**config.mk**
```make
export PLATFORM = sky130hd
export DESIGN_NAME = cu_control_top
export DESIGN_NICKNAME = d
export VERILOG_FILES = /design/src/source/cu_pkg.sv /design/src/source/sync_fifo.sv /design/src/source/read_command_arbiter.sv /design/src/source/response_router.sv /design/src/source/completion_monitor.sv /design/src/source/cu_control_top.sv
export SDC_FILE = /design/constraint.sdc
export NUM_CORES = 2
export LEC_CHECK = 0
export BUFFER_PORTS_ARGS = -buffer_cell sky130_fd_sc_hd__buf_2
export CORE_MARGIN = 2
export CORE_UTILIZATION = 45
export CTS_BUF_LIST = sky130_fd_sc_hd__clkbuf_16
export CTS_CLUSTER_SIZE = 20
export DETAILED_ROUTE_END_ITERATION = 10
export SYNTH_ARGS = -nofsm -noshare
export SYNTH_HDL_FRONTEND = slang
export SYNTH_SLANG_ARGS = --single-unit
export TNS_END_PERCENT = 20
```
**constraint.sdc**
```tcl
create_clock -name clock -period 8.3 [get_ports clock]
set_clock_uncertainty 0.15 [all_clocks]
set_input_delay 1.66 -clock clock [delete_from_list [all_inputs] [get_ports clock]]
set_output_delay 1.66 -clock clock [all_outputs]
set_load 0.05 [all_outputs]
```
**src/source/cu_pkg.sv**
```systemverilog
`default_nettype none

package cu_pkg;

	//////////////////////////////
	// bus widths
	//////////////////////////////

	localparam int ADDR_BITS  = 64;
	localparam int DATA_BITS  = 64;
	localparam int CU_ID_BITS = 4;
	localparam int COUNT_BITS = 32;

	// one queued read command is the address with the cu id below it
	localparam int CMD_BITS = ADDR_BITS + CU_ID_BITS;

	//////////////////////////////
	// compute-unit ids
	//////////////////////////////

	localparam logic [CU_ID_BITS-1:0] VERTEX_CONTROL_ID    = 4'd0;
	localparam logic [CU_ID_BITS-1:0] ALGORITHM_CONTROL_ID = 4'd1;

	//////////////////////////////
	// buffer sizes
	//////////////////////////////

	// per-source command queues
	localparam int READ_CMD_BUFFER_SIZE = 8;

	// burst buffer ahead of the read command port
	localparam int BURST_BUFFER_SIZE = 16;
	localparam int BURST_HEADROOM    = 8;

	//////////////////////////////
	// vector types
	//////////////////////////////

	typedef logic [ADDR_BITS-1:0]  addr_t;
	typedef logic [DATA_BITS-1:0]  data_t;
	typedef logic [CU_ID_BITS-1:0] cu_id_t;
	typedef logic [COUNT_BITS-1:0] count_t;

	// edges done in the upper half, vertex total in the lower half
	typedef logic [63:0] status_t;

	// one bit per pending algorithm request
	typedef logic [63:0] request_t;

endpackage

`default_nettype wire

```
**src/source/sync_fifo.sv**
```systemverilog
`timescale 1ns/1ps
`default_nettype none

module sync_fifo #(
	parameter int WIDTH    = 8,
	parameter int DEPTH    = 8,
	parameter int HEADROOM = 1
) (
	input  logic             clock,
	input  logic             rstn,
	input  logic             push,
	input  logic [WIDTH-1:0] data_in,
	output logic             full,
	output logic             almost_full,
	input  logic             pop,
	output logic [WIDTH-1:0] data_out,
	output logic             empty
);

	localparam int PTR_BITS  = (DEPTH > 1) ? $clog2(DEPTH) : 1;
	localparam int FILL_BITS = $clog2(DEPTH + 1);

	logic [WIDTH-1:0]     mem [DEPTH];
	logic [PTR_BITS-1:0]  wr_ptr;
	logic [PTR_BITS-1:0]  rd_ptr;
	logic [FILL_BITS-1:0] fill;
	logic                 do_push;
	logic                 do_pop;

	// wrap at DEPTH so non power of two sizes work
	function automatic logic [PTR_BITS-1:0] next_ptr(input logic [PTR_BITS-1:0] ptr);
		if (ptr == PTR_BITS'(DEPTH - 1)) begin
			return '0;
		end
		return ptr + 1'b1;
	endfunction

	// a push into a full queue or a pop from an empty one is dropped
	assign do_push = push && !full;
	assign do_pop  = pop && !empty;

	always_ff @(posedge clock) begin
		if (do_push) begin
			mem[wr_ptr] <= data_in;
		end
	end

	always_ff @(posedge clock or negedge rstn) begin
		if (!rstn) begin
			wr_ptr <= '0;
			rd_ptr <= '0;
			fill   <= '0;
		end else begin
			if (do_push) begin
				wr_ptr <= next_ptr(wr_ptr);
			end
			if (do_pop) begin
				rd_ptr <= next_ptr(rd_ptr);
			end
			case ({do_push, do_pop})
				2'b10:   fill <= fill + 1'b1;
				2'b01:   fill <= fill - 1'b1;
				default: fill <= fill;
			endcase
		end
	end

	// show-ahead: head entry always on the output
	assign data_out    = mem[rd_ptr];
	assign empty       = (fill == '0);
	assign full        = (fill == FILL_BITS'(DEPTH));
	assign almost_full = (fill >= FILL_BITS'(DEPTH - HEADROOM));

endmodule

`default_nettype wire

```
**src/source/read_command_arbiter.sv**
```systemverilog
`timescale 1ns/1ps
`default_nettype none

module read_command_arbiter (
	input  logic            clock,
	input  logic            rstn,
	input  logic            vertex_empty,
	input  logic            algorithm_empty,
	input  cu_pkg::addr_t   vertex_address,
	input  cu_pkg::cu_id_t  vertex_cu_id,
	input  cu_pkg::addr_t   algorithm_address,
	input  cu_pkg::cu_id_t  algorithm_cu_id,
	input  logic            burst_almost_full,
	input  logic            read_buffer_alfull,
	output logic            vertex_pop,
	output logic            algorithm_pop,
	output logic            grant_valid,
	output cu_pkg::addr_t   grant_address,
	output cu_pkg::cu_id_t  grant_cu_id,
	input  logic            burst_empty,
	input  cu_pkg::addr_t   burst_address,
	input  cu_pkg::cu_id_t  burst_cu_id,
	output logic            burst_pop,
	output logic            read_command_valid,
	output cu_pkg::addr_t   read_command_address,
	output cu_pkg::cu_id_t  read_command_cu_id
);

	import cu_pkg::*;

	logic vertex_request;
	logic algorithm_request;
	logic vertex_win;
	logic algorithm_win;
	// set when the algorithm queue won the last grant
	logic last_algorithm;

	//////////////////////////////
	// queue arbitration
	//////////////////////////////

	assign vertex_request    = !vertex_empty && !burst_almost_full && !read_buffer_alfull;
	assign algorithm_request = !algorithm_empty && !burst_almost_full && !read_buffer_alfull;

	// on a tie the side not granted last wins
	assign vertex_win    = vertex_request && (!algorithm_request || last_algorithm);
	assign algorithm_win = algorithm_request && (!vertex_request || !last_algorithm);

	assign vertex_pop    = vertex_win;
	assign algorithm_pop = algorithm_win;

	always_ff @(posedge clock or negedge rstn) begin
		if (!rstn) begin
			// first tie after reset goes to the vertex side
			last_algorithm <= 1'b1;
			grant_valid    <= 1'b0;
		end else begin
			grant_valid <= vertex_win || algorithm_win;
			if (vertex_win || algorithm_win) begin
				last_algorithm <= algorithm_win;
			end
		end
	end

	always_ff @(posedge clock) begin
		grant_address <= vertex_win ? vertex_address : algorithm_address;
		grant_cu_id   <= vertex_win ? vertex_cu_id : algorithm_cu_id;
	end

	//////////////////////////////
	// burst buffer output stage
	//////////////////////////////

	assign burst_pop = !burst_empty && !read_buffer_alfull;

	always_ff @(posedge clock or negedge rstn) begin
		if (!rstn) begin
			read_command_valid <= 1'b0;
		end else begin
			read_command_valid <= burst_pop;
		end
	end

	always_ff @(posedge clock) begin
		if (burst_pop) begin
			read_command_address <= burst_address;
			read_command_cu_id   <= burst_cu_id;
		end
	end

endmodule

`default_nettype wire

```
**src/source/response_router.sv**
```systemverilog
`timescale 1ns/1ps
`default_nettype none

module response_router (
	input  logic           clock,
	input  logic           rstn,
	input  logic           read_response_valid,
	input  cu_pkg::cu_id_t read_response_cu_id,
	input  logic           read_data_valid,
	input  cu_pkg::cu_id_t read_data_cu_id,
	input  cu_pkg::data_t  read_data,
	output logic           vertex_response_valid,
	output logic           algorithm_response_valid,
	output logic           vertex_data_valid,
	output logic           algorithm_data_valid,
	output cu_pkg::data_t  vertex_data,
	output cu_pkg::data_t  algorithm_data
);

	import cu_pkg::*;

	logic   response_valid_q;
	cu_id_t response_cu_id_q;
	logic   data_valid_q;
	cu_id_t data_cu_id_q;
	data_t  data_q;
	logic   response_to_vertex;
	logic   data_to_vertex;

	//////////////////////////////
	// input register stage
	//////////////////////////////

	always_ff @(posedge clock or negedge rstn) begin
		if (!rstn) begin
			response_valid_q <= 1'b0;
			data_valid_q     <= 1'b0;
		end else begin
			response_valid_q <= read_response_valid;
			data_valid_q     <= read_data_valid;
		end
	end

	always_ff @(posedge clock) begin
		response_cu_id_q <= read_response_cu_id;
		data_cu_id_q     <= read_data_cu_id;
		data_q           <= read_data;
	end

	//////////////////////////////
	// steering stage
	//////////////////////////////

	// only the vertex id goes to the vertex side, all others to the algorithm
	assign response_to_vertex = (response_cu_id_q == VERTEX_CONTROL_ID);
	assign data_to_vertex     = (data_cu_id_q == VERTEX_CONTROL_ID);

	always_ff @(posedge clock or negedge rstn) begin
		if (!rstn) begin
			vertex_response_valid    <= 1'b0;
			algorithm_response_valid <= 1'b0;
			vertex_data_valid        <= 1'b0;
			algorithm_data_valid     <= 1'b0;
		end else begin
			vertex_response_valid    <= response_valid_q && response_to_vertex;
			algorithm_response_valid <= response_valid_q && !response_to_vertex;
			vertex_data_valid        <= data_valid_q && data_to_vertex;
			algorithm_data_valid     <= data_valid_q && !data_to_vertex;
		end
	end

	// side not chosen sees zero data
	always_ff @(posedge clock) begin
		vertex_data    <= (data_valid_q && data_to_vertex) ? data_q : '0;
		algorithm_data <= (data_valid_q && !data_to_vertex) ? data_q : '0;
	end

endmodule

`default_nettype wire

```
**src/source/completion_monitor.sv**
```systemverilog
`timescale 1ns/1ps
`default_nettype none

module completion_monitor (
	input  logic             clock,
	input  logic             rstn,
	input  logic             wed_valid,
	input  cu_pkg::count_t   num_vertices,
	input  cu_pkg::count_t   num_edges,
	input  cu_pkg::count_t   vertex_filtered_count,
	input  cu_pkg::count_t   vertex_done_count,
	input  cu_pkg::count_t   edge_done_count,
	input  cu_pkg::request_t algorithm_requests,
	output cu_pkg::status_t  algorithm_status,
	output logic             algorithm_running
);

	import cu_pkg::*;

	logic     wed_valid_q;
	count_t   num_vertices_q;
	count_t   num_edges_q;
	count_t   filtered_q;
	count_t   vertex_done_q;
	count_t   edge_done_q;
	request_t requests_q;
	count_t   vertex_total;
	logic     job_done;

	always_ff @(posedge clock) begin
		num_vertices_q <= num_vertices;
		num_edges_q    <= num_edges;
		filtered_q     <= vertex_filtered_count;
		vertex_done_q  <= vertex_done_count;
		edge_done_q    <= edge_done_count;
	end

	// filtered vertices count as finished
	assign vertex_total = filtered_q + vertex_done_q;
	assign job_done     = wed_valid_q && (num_vertices_q == vertex_total)
		&& (num_edges_q == edge_done_q);

	always_ff @(posedge clock or negedge rstn) begin
		if (!rstn) begin
			wed_valid_q       <= 1'b0;
			requests_q        <= '0;
			algorithm_status  <= '0;
			algorithm_running <= 1'b0;
		end else begin
			wed_valid_q <= wed_valid;
			// mask is sticky, a zero mask never clears it
			if (|algorithm_requests) begin
				requests_q <= algorithm_requests;
			end
			algorithm_status  <= job_done ? {edge_done_q, vertex_total} : '0;
			algorithm_running <= |requests_q;
		end
	end

endmodule

`default_nettype wire

```
**src/source/cu_control_top.sv**
```systemverilog
`timescale 1ns/1ps
`default_nettype none

module cu_control_top (
	input  logic             clock,
	input  logic             rstn,
	input  logic             vertex_cmd_valid,
	input  cu_pkg::addr_t    vertex_cmd_address,
	input  cu_pkg::cu_id_t   vertex_cmd_cu_id,
	output logic             vertex_cmd_full,
	input  logic             algorithm_cmd_valid,
	input  cu_pkg::addr_t    algorithm_cmd_address,
	input  cu_pkg::cu_id_t   algorithm_cmd_cu_id,
	output logic             algorithm_cmd_full,
	input  logic             read_buffer_alfull,
	output logic             read_command_valid,
	output cu_pkg::addr_t    read_command_address,
	output cu_pkg::cu_id_t   read_command_cu_id,
	input  logic             read_response_valid,
	input  cu_pkg::cu_id_t   read_response_cu_id,
	input  logic             read_data_valid,
	input  cu_pkg::cu_id_t   read_data_cu_id,
	input  cu_pkg::data_t    read_data,
	output logic             vertex_response_valid,
	output logic             algorithm_response_valid,
	output logic             vertex_data_valid,
	output logic             algorithm_data_valid,
	output cu_pkg::data_t    vertex_data,
	output cu_pkg::data_t    algorithm_data,
	input  logic             wed_valid,
	input  cu_pkg::count_t   num_vertices,
	input  cu_pkg::count_t   num_edges,
	input  cu_pkg::count_t   vertex_filtered_count,
	input  cu_pkg::count_t   vertex_done_count,
	input  cu_pkg::count_t   edge_done_count,
	input  cu_pkg::request_t algorithm_requests,
	output cu_pkg::status_t  algorithm_status,
	output logic             algorithm_running
);

	import cu_pkg::*;

	logic [CMD_BITS-1:0] vertex_head;
	logic [CMD_BITS-1:0] algorithm_head;
	logic [CMD_BITS-1:0] burst_head;
	logic                vertex_empty;
	logic                algorithm_empty;
	logic                vertex_pop;
	logic                algorithm_pop;
	logic                grant_valid;
	addr_t               grant_address;
	cu_id_t              grant_cu_id;
	logic                burst_almost_full;
	logic                burst_empty;
	logic                burst_pop;

	//////////////////////////////
	// per-source command queues
	//////////////////////////////

	sync_fifo #(.WIDTH(CMD_BITS), .DEPTH(READ_CMD_BUFFER_SIZE)) vertex_queue (
		.clock      (clock),
		.rstn       (rstn),
		.push       (vertex_cmd_valid),
		.data_in    ({vertex_cmd_address, vertex_cmd_cu_id}),
		.full       (vertex_cmd_full),
		.almost_full(),
		.pop        (vertex_pop),
		.data_out   (vertex_head),
		.empty      (vertex_empty)
	);

	sync_fifo #(.WIDTH(CMD_BITS), .DEPTH(READ_CMD_BUFFER_SIZE)) algorithm_queue (
		.clock      (clock),
		.rstn       (rstn),
		.push       (algorithm_cmd_valid),
		.data_in    ({algorithm_cmd_address, algorithm_cmd_cu_id}),
		.full       (algorithm_cmd_full),
		.almost_full(),
		.pop        (algorithm_pop),
		.data_out   (algorithm_head),
		.empty      (algorithm_empty)
	);

	//////////////////////////////
	// arbiter and burst buffer
	//////////////////////////////

	read_command_arbiter read_command_arbiter (
		.clock               (clock),
		.rstn                (rstn),
		.vertex_empty        (vertex_empty),
		.algorithm_empty     (algorithm_empty),
		.vertex_address      (vertex_head[CMD_BITS-1:CU_ID_BITS]),
		.vertex_cu_id        (vertex_head[CU_ID_BITS-1:0]),
		.algorithm_address   (algorithm_head[CMD_BITS-1:CU_ID_BITS]),
		.algorithm_cu_id     (algorithm_head[CU_ID_BITS-1:0]),
		.burst_almost_full   (burst_almost_full),
		.read_buffer_alfull  (read_buffer_alfull),
		.vertex_pop          (vertex_pop),
		.algorithm_pop       (algorithm_pop),
		.grant_valid         (grant_valid),
		.grant_address       (grant_address),
		.grant_cu_id         (grant_cu_id),
		.burst_empty         (burst_empty),
		.burst_address       (burst_head[CMD_BITS-1:CU_ID_BITS]),
		.burst_cu_id         (burst_head[CU_ID_BITS-1:0]),
		.burst_pop           (burst_pop),
		.read_command_valid  (read_command_valid),
		.read_command_address(read_command_address),
		.read_command_cu_id  (read_command_cu_id)
	);

	// almost-full leaves headroom for commands still in flight
	sync_fifo #(
		.WIDTH   (CMD_BITS),
		.DEPTH   (BURST_BUFFER_SIZE),
		.HEADROOM(BURST_HEADROOM)
	) burst_buffer (
		.clock      (clock),
		.rstn       (rstn),
		.push       (grant_valid),
		.data_in    ({grant_address, grant_cu_id}),
		.full       (),
		.almost_full(burst_almost_full),
		.pop        (burst_pop),
		.data_out   (burst_head),
		.empty      (burst_empty)
	);

	//////////////////////////////
	// responses and completion
	//////////////////////////////

	response_router response_router (
		.clock                   (clock),
		.rstn                    (rstn),
		.read_response_valid     (read_response_valid),
		.read_response_cu_id     (read_response_cu_id),
		.read_data_valid         (read_data_valid),
		.read_data_cu_id         (read_data_cu_id),
		.read_data               (read_data),
		.vertex_response_valid   (vertex_response_valid),
		.algorithm_response_valid(algorithm_response_valid),
		.vertex_data_valid       (vertex_data_valid),
		.algorithm_data_valid    (algorithm_data_valid),
		.vertex_data             (vertex_data),
		.algorithm_data          (algorithm_data)
	);

	completion_monitor completion_monitor (
		.clock                (clock),
		.rstn                 (rstn),
		.wed_valid            (wed_valid),
		.num_vertices         (num_vertices),
		.num_edges            (num_edges),
		.vertex_filtered_count(vertex_filtered_count),
		.vertex_done_count    (vertex_done_count),
		.edge_done_count      (edge_done_count),
		.algorithm_requests   (algorithm_requests),
		.algorithm_status     (algorithm_status),
		.algorithm_running    (algorithm_running)
	);

endmodule

`default_nettype wire

```
== Yosys cells after proc, flatten, opt, wreduce, memory -nomap -nowiden ==
Memories as Yosys holds them, arrays and structs flattened. A register that Yosys moved wholly into a read port is not among the register bits.
Cells that the tools add are included.

* Reductions and logical operators: 45
* $lt $le $gt $ge: 1
* Eq/ne operators: 17
* Multipliers: 0
* Shifts and indexed selects: 0
* Divide/modulo/power cells: 0
* $add $sub $neg: 13
* Multiplexer cells: 36
* Bitwise logic cells: 0

{| class="wikitable"
|+ Operators by type and width
! operator !! number
|-
| $mux W64 || 2
|-
| $reduce_or A64 Y1 || 2
|-
| $eq A32 B32 Y1 || 2
|-
| $add A32 B32 Y32 || 1
|-
| $mux W3 || 8
|-
| $mux W4 || 5
|-
| $logic_and A1 B1 Y1 || 19
|-
| $mux W1 || 18
|-
| $add A4 B1 Y4 const B || 4
|-
| $eq A4 B4 Y1 const B || 4
|-
| $logic_not A4 Y1 || 4
|-
| $pmux W4 S2 || 2
|-
| $logic_not A1 Y1 || 13
|-
| $add A3 B1 Y3 const B || 4
|-
| $eq A3 B3 Y1 const B || 4
|-
| $pmux W5 S2 || 1
|-
| $sub A4 B1 Y4 const B || 2
|-
| $eq A2 B1 Y1 const B || 3
|-
| $eq A2 B2 Y1 const B || 3
|-
| $reduce_bool A2 Y1 || 3
|-
| $add A5 B1 Y5 const B || 1
|-
| $eq A5 B5 Y1 const B || 1
|-
| $ge A5 B4 Y1 const B || 1
|-
| $logic_not A5 Y1 || 1
|-
| 2 further kinds || 4
|}

* Input bits: 440
* Output and inout bits: 268
* ROM bits: 0
* Latch bits: 0
* Memories: 3
* Register bits: 600
* Word-level logic and storage cells: 149
* RAM bits: 2176

{| class="wikitable"
|+ Memory list
! memory !! depth !! width !! rd ports !! clocked after Yosys merged registers in !! wr ports !! RTL line !! text
|-
| burst_buffer.mem || 16 || 68 || 1 || 1 || 1 || sync_fifo.sv:23 || <nowiki>logic [WIDTH-1:0] mem [DEPTH];</nowiki>
|-
| algorithm_queue.mem || 8 || 68 || 1 || 0 || 1 || sync_fifo.sv:23 ||
|-
| vertex_queue.mem || 8 || 68 || 1 || 0 || 1 || sync_fifo.sv:23 ||
|}

== Longest topological paths before layout ==
* Depth after elaboration: 10
* Depth in mapped cells: 15
* Depth with buffers taken out: 13

== Hierarchy ==
Synthesis repeated with hierarchy kept, for this count alone.

* Cells, all modules: 5156
* Area total of the unflattened synthesis: 104764.2 µm²

{| class="wikitable"
|+ By module, submodules not included
! module !! area each (µm²) !! sequential area each (µm²) !! cells each !! times used
|-
| sync_fifo at burst_buffer || 42306.8 || 32996.6 || 1907 || 1
|-
| sync_fifo at vertex_queue || 21117.8 || 16585.9 || 855 || 1
|-
| sync_fifo at algorithm_queue || 21115.3 || 16585.9 || 856 || 1
|-
| completion_monitor || 10820.4 || 6456.2 || 890 || 1
|-
| response_router || 5054.8 || 4154.0 || 426 || 1
|-
| read_command_arbiter || 4349.2 || 3479.6 || 222 || 1
|}

== Worst setup path after synthesis ==
Ideal clock, no wire load.

* Kind: input -> register
* From: in vertex_cmd_valid
* To: mem vertex_queue.mem[0][0] (netlist bit), enable pin
* Path buffers: 0
* Setup time: 0.662 ns
* Arrival: 8.291 ns
* Stages on the path: 2
* Data required time: 7.488 ns
* Path slack: -0.803 ns
* Cells stage by stage: nand2_1 > nor4_1

* Word-level cells in the longest chain between the ends: 3

{| class="wikitable"
|+ RTL lines
! what !! RTL line !! text
|-
| from (decl) || cu_control_top.sv:7 || <nowiki>input logic vertex_cmd_valid,</nowiki>
|-
| $logic_and A1 B1 Y1 || sync_fifo.sv:39 || <nowiki>assign do_push = push && !full;</nowiki>
|-
| $mux W1 || sync_fifo.sv:43 || <nowiki>if (do_push) begin</nowiki>
|-
| $mux W1 (implied by the code) || sync_fifo.sv:44 || <nowiki>mem[wr_ptr] <= data_in;</nowiki>
|-
| to (decl) || sync_fifo.sv:23 ||
|}

Every way passes these cells.

== Worst setup path in the final report ==
* From: reg completion_monitor.vertex_done_q[0]
* To: reg completion_monitor.algorithm_status[30]

* Word-level cells in the longest chain between the ends: 5

{| class="wikitable"
|+ RTL lines
! what !! RTL line !! text
|-
| from (decl) || completion_monitor.sv:24 || <nowiki>count_t vertex_done_q;</nowiki>
|-
| from (signal assigned) || completion_monitor.sv:34 || <nowiki>vertex_done_q <= vertex_done_count;</nowiki>
|-
| $add A32 B32 Y32 (*) || completion_monitor.sv:39 || <nowiki>assign vertex_total = filtered_q + vertex_done_q;</nowiki>
|-
| $eq A32 B32 Y1 || completion_monitor.sv:40 || <nowiki>assign job_done = wed_valid_q && (num_vertices_q == vertex_total)</nowiki>
|-
| $logic_and A1 B1 Y1 || completion_monitor.sv:40 ||
|-
| $logic_and A1 B1 Y1 || completion_monitor.sv:41 || <nowiki>&& (num_edges_q == edge_done_q);</nowiki>
|-
| $mux W64 (*) || completion_monitor.sv:55 || <nowiki>algorithm_status <= job_done ? {edge_done_q, vertex_total} : '0;</nowiki>
|-
| to (signal assigned) || completion_monitor.sv:55 ||
|-
| to (decl) || completion_monitor.sv:14 || <nowiki>output cu_pkg::status_t algorithm_status,</nowiki>
|}

Every way passes the cells marked *; elsewhere a longest branch is shown, timed or not.
A chain may end at the register's enable or synchronous reset.

==> impl_metrics.env <==
export IMPL_worstSkewPairLatency_ns=0.95
export IMPL_die_h_um=485
export IMPL_die_width_um=485
export IMPL_cts_sinks=2844
export IMPL_r2r_cells=14
export IMPL_yosysWarnings=0
export IMPL_syn_num_nets=5908
export IMPL_power_total_mw=41.4
export IMPL_cts_root_buf="clkbuf_16"
export IMPL_ios=708
export IMPL_grt_ovfl_total=0
export IMPL_power_density_mw_per_mm2=343
export IMPL_crit_fanout=49
export IMPL_synthCells=5410
export IMPL_wl_mm=257
export IMPL_track_usage_pct=21.6
export IMPL_die_area_mm2=0.235
export IMPL_htreeDepth=5
export IMPL_synth_commonest_cells="edfxtp_1 (2,244), dfxtp_1 (428), mux4_2 (408)"
export IMPL_clk_pin_slew_worst_paths_ns=0.06
export IMPL_dr_total_vias=53300
export IMPL_syn_area_mm2=0.104
export IMPL_setup_viol=0
export IMPL_vdd_drop_max_mv=0.320
export IMPL_endpoint_kind="register"
export IMPL_worst_path_most_repeated_cell="xnor2_1"
export IMPL_final_max_slew_violation_count=0
export IMPL_fin_nets=6747
export IMPL_postCtsHoldBufs=0
export IMPL_pwr_share_seq_pct=47.6
export IMPL_synth_most_common_cell="edfxtp_1"
export IMPL_slowest_delay_ns=0.50
export IMPL_max_slew_margin_rel_pct=23.1
export IMPL_yosysTopAreaCell="edfxtp_1"
export IMPL_p_leak_nw=42.6
export IMPL_initial_core_util_pct=45.2
export IMPL_crit_path_start_kind="register"
export IMPL_grt_pass1_wl_mm=372
export IMPL_cts_buffers=306
export IMPL_hold_depth=2
export IMPL_ctsResizeCount=0
export IMPL_drc=0
export IMPL_r2r_setup_slack_ns=3.44
export IMPL_startpoint="completion_monitor.vertex_done_q[0]$_DFF_P_"
export IMPL_hold_viol=0
export IMPL_crit_type="register to register"
export IMPL_area_growth_pct=16.0
export IMPL_hold_start="completion_monitor.edge_done_q[24]$_DFF_P_"
export IMPL_cp_required_ns=8.96
export IMPL_crit_chain="ha_1, inv_1, fa_1, nand2b_1, a21oi_1, o21ai_1, and2_0, o21ai_0, a21boi_0, xnor2_1, xnor2_1, nand4_4, buf_4, nor4b_1"
export IMPL_period_share_pct=58.5
export IMPL_finish_utilization_pct=52.5
export IMPL_hold_path_class="register to register"
export IMPL_path_buf_inv=2
export IMPL_antenna_found_initial=89
export IMPL_synth_top_area_share_pct=64.8
export IMPL_p_sw_share_pct=30.5
export IMPL_ys_ff_latch=2844
export IMPL_switchingPower_mw=12.6
export IMPL_viasPerCell=5.59
export IMPL_power_frac_clock_pct=30.2
export IMPL_tns_ns=0
export IMPL_async_flop_share_pct=6.05
export IMPL_io_buffers=707
export IMPL_seq_area_frac_synth_pct=77.2
export IMPL_grt_max_degree=142
export IMPL_rows=176
export IMPL_dp_cells=8967
export IMPL_grt_pass1_vias=54300
export IMPL_design_area_mm2=0.120
export IMPL_cts_tree="done"
export IMPL_combPwrFrac_pct=22.2
export IMPL_dr_pass1_iters=7
export IMPL_max_clock_freq_mhz=206
export IMPL_yosysUniqueCellTypes=70
export IMPL_syn_avg_cell_area_um2=19.2
export IMPL_p_int_mw=28.8
export IMPL_cp_arrival_ns=5.52
export IMPL_clockBufferDepth=4
export IMPL_period_minus_slack_ns=4.86
export IMPL_dpl_cell_area_mm2=0.111
export IMPL_place_congestion=0.896
export IMPL_ys_top_cells_by_area="edfxtp_1 (65%), mux4_2 (8.8%), dfxtp_1 (8.2%)"
export IMPL_crit_family="compound AO/OA/AOI/OAI gates"
export IMPL_drt_initial_drc_count=4929
export IMPL_fin_cells=9519
export IMPL_ant_nets=0
export IMPL_core_mm2=0.230
export IMPL_regToRegStartpoint="completion_monitor.vertex_done_q[0]$_DFF_P_"
export IMPL_dp_hpwl_mm=153
export IMPL_maxCapViolCount=0
export IMPL_synth_edff_count=2244
export IMPL_synth_ff_type="edfxtp_1"
export IMPL_hold_end="completion_monitor.algorithm_status[56]$_DFF_PN0_"
export IMPL_layout_drive_gt1_share_pct=27.2
export IMPL_crit_slowest_cell="o21ai_0"
export IMPL_run_status="completed"
export IMPL_cts_setup_buffers=0
export IMPL_rsz0062_at_grt="false"
export IMPL_worst_slew_pin_slew_ns=1.15
export IMPL_routedWlPerCell_um=27.0
export IMPL_reg2reg_to="completion_monitor.algorithm_status[30]$_DFF_PN0_"
[per-stage QoR]
| step | hold WS (ns) | setup WS [ns] |
|---|---|---|
| global placement | 0.275 | 3.69 |
| detailed placement | 0.278 | 3.59 |
| floorplan | 0.270 | -0.796 |
| CTS | 0.243 | 3.54 |
| global route | 0.274 | 3.15 |
| finish | 0.238 | 3.44 |
[flip-flops by register name, indices dropped and copies added (netlist names), 4 cells and up]
signal,cells
response_router.response_cu_id_q,4
vertex_queue.mem,544
burst_buffer.fill,5
completion_monitor.vertex_done_q,32
burst_buffer.wr_ptr,4
read_command_arbiter.read_command_address,64
response_router.vertex_data,64
response_router.data_q,64
completion_monitor.filtered_q,32
completion_monitor.num_vertices_q,32
burst_buffer.mem,1088
completion_monitor.num_edges_q,32
vertex_queue.fill,4
algorithm_queue.mem,544
read_command_arbiter.grant_cu_id,4
algorithm_queue.fill,4
completion_monitor.requests_q,64
read_command_arbiter.read_command_cu_id,4
response_router.algorithm_data,64
response_router.data_cu_id_q,4
read_command_arbiter.grant_address,64
completion_monitor.algorithm_status,64
completion_monitor.edge_done_q,32
burst_buffer.rd_ptr,4
[worst max-delay path by stage]
stage	to	slack, ns	cells after the start
floorplan	algorithm_queue.mem[0][0]$_DFFE_PP_	-0.80	2
global route	completion_monitor.algorithm_status[9]$_DFF_PN0_	3.15	14
CTS	completion_monitor.algorithm_status[30]$_DFF_PN0_	3.54	14
detailed placement	completion_monitor.algorithm_status[30]$_DFF_PN0_	3.59	14
global placement	completion_monitor.algorithm_status[30]$_DFF_PN0_	3.69	14
finish	completion_monitor.algorithm_status[30]$_DFF_PN0_	3.44	14
[tightest hold or removal path: cells and delay by family (launching register included)]
family / cells / cell delay, ns
flops: 1 / 0.31
simple gates: 2 / 0.10
[cell families (layout without fill, tap and decap cells)]
kind of cell / count (synthesis) / after routing / share of synthesized area (%)
XOR/XNOR: 114 / 114 / 1.00
AO/OA/AOI/OAI: 684 / 684 / 4.20
AND/OR/NAND/NOR: 650 / 650 / 3.42
flip-flops: 2844 / 2844 / 77.2
adder cells (fa/ha/maj): 58 / 58 / 0.727
multiplexers: 757 / 757 / 12.3
other: 0 / 22 / 0
buffers and inverters: 303 / 1364 / 1.12
[metal layers]
layer | share of wire (%) | track usage (%) | up-vias | wire [µm]
met4 | 2.6 | 6.25 | 80 | 6640
li1 | - | - | 23300 | -
met3 | 7.0 | 5.09 | 480 | 18000
met2 | 48 | 34.4 | 1601 | 123000
met1 | 42 | 29.8 | 27800 | 109000
met5 | 0.19 | 0 | - | 494
[power groups by stage]
stage                     combinational, mW  clock [mW]  sequential [mW]
final                                  9.19        12.5             19.7
after floorplan                        6.06           0             19.8
after global routing                   9.87        13.3             20.0
after detailed placement               9.32           0             20.0
after global placement                 9.25           0             19.9
after CTS                              9.34        12.7             19.8
[final cells by class]
type	count	area, µm²
fillers	18300	109000
flip-flops and latches	2844	80300
multi-input cells	2263	22800
clock buffers	313	7830
repair buffers	809	4390
well taps	3026	3790
clock inverters	217	1280
inverters	25	93.8
diodes	22	55.1
[placed cells by master, fill, tap and decap left out, types with 83 or more instances in the layout]
master and instances:
edfxtp_1 2244, buf_2 706, dfxtp_1 428, a21oi_1 174
inv_1 97, o21ai_0 173, nand2_1 181, dfrtp_1 161
a21o_1 83, buf_4 96, clkbuf_16 313, mux4_2 408
mux2i_1 275
Power figures use the tool's default switching activity.
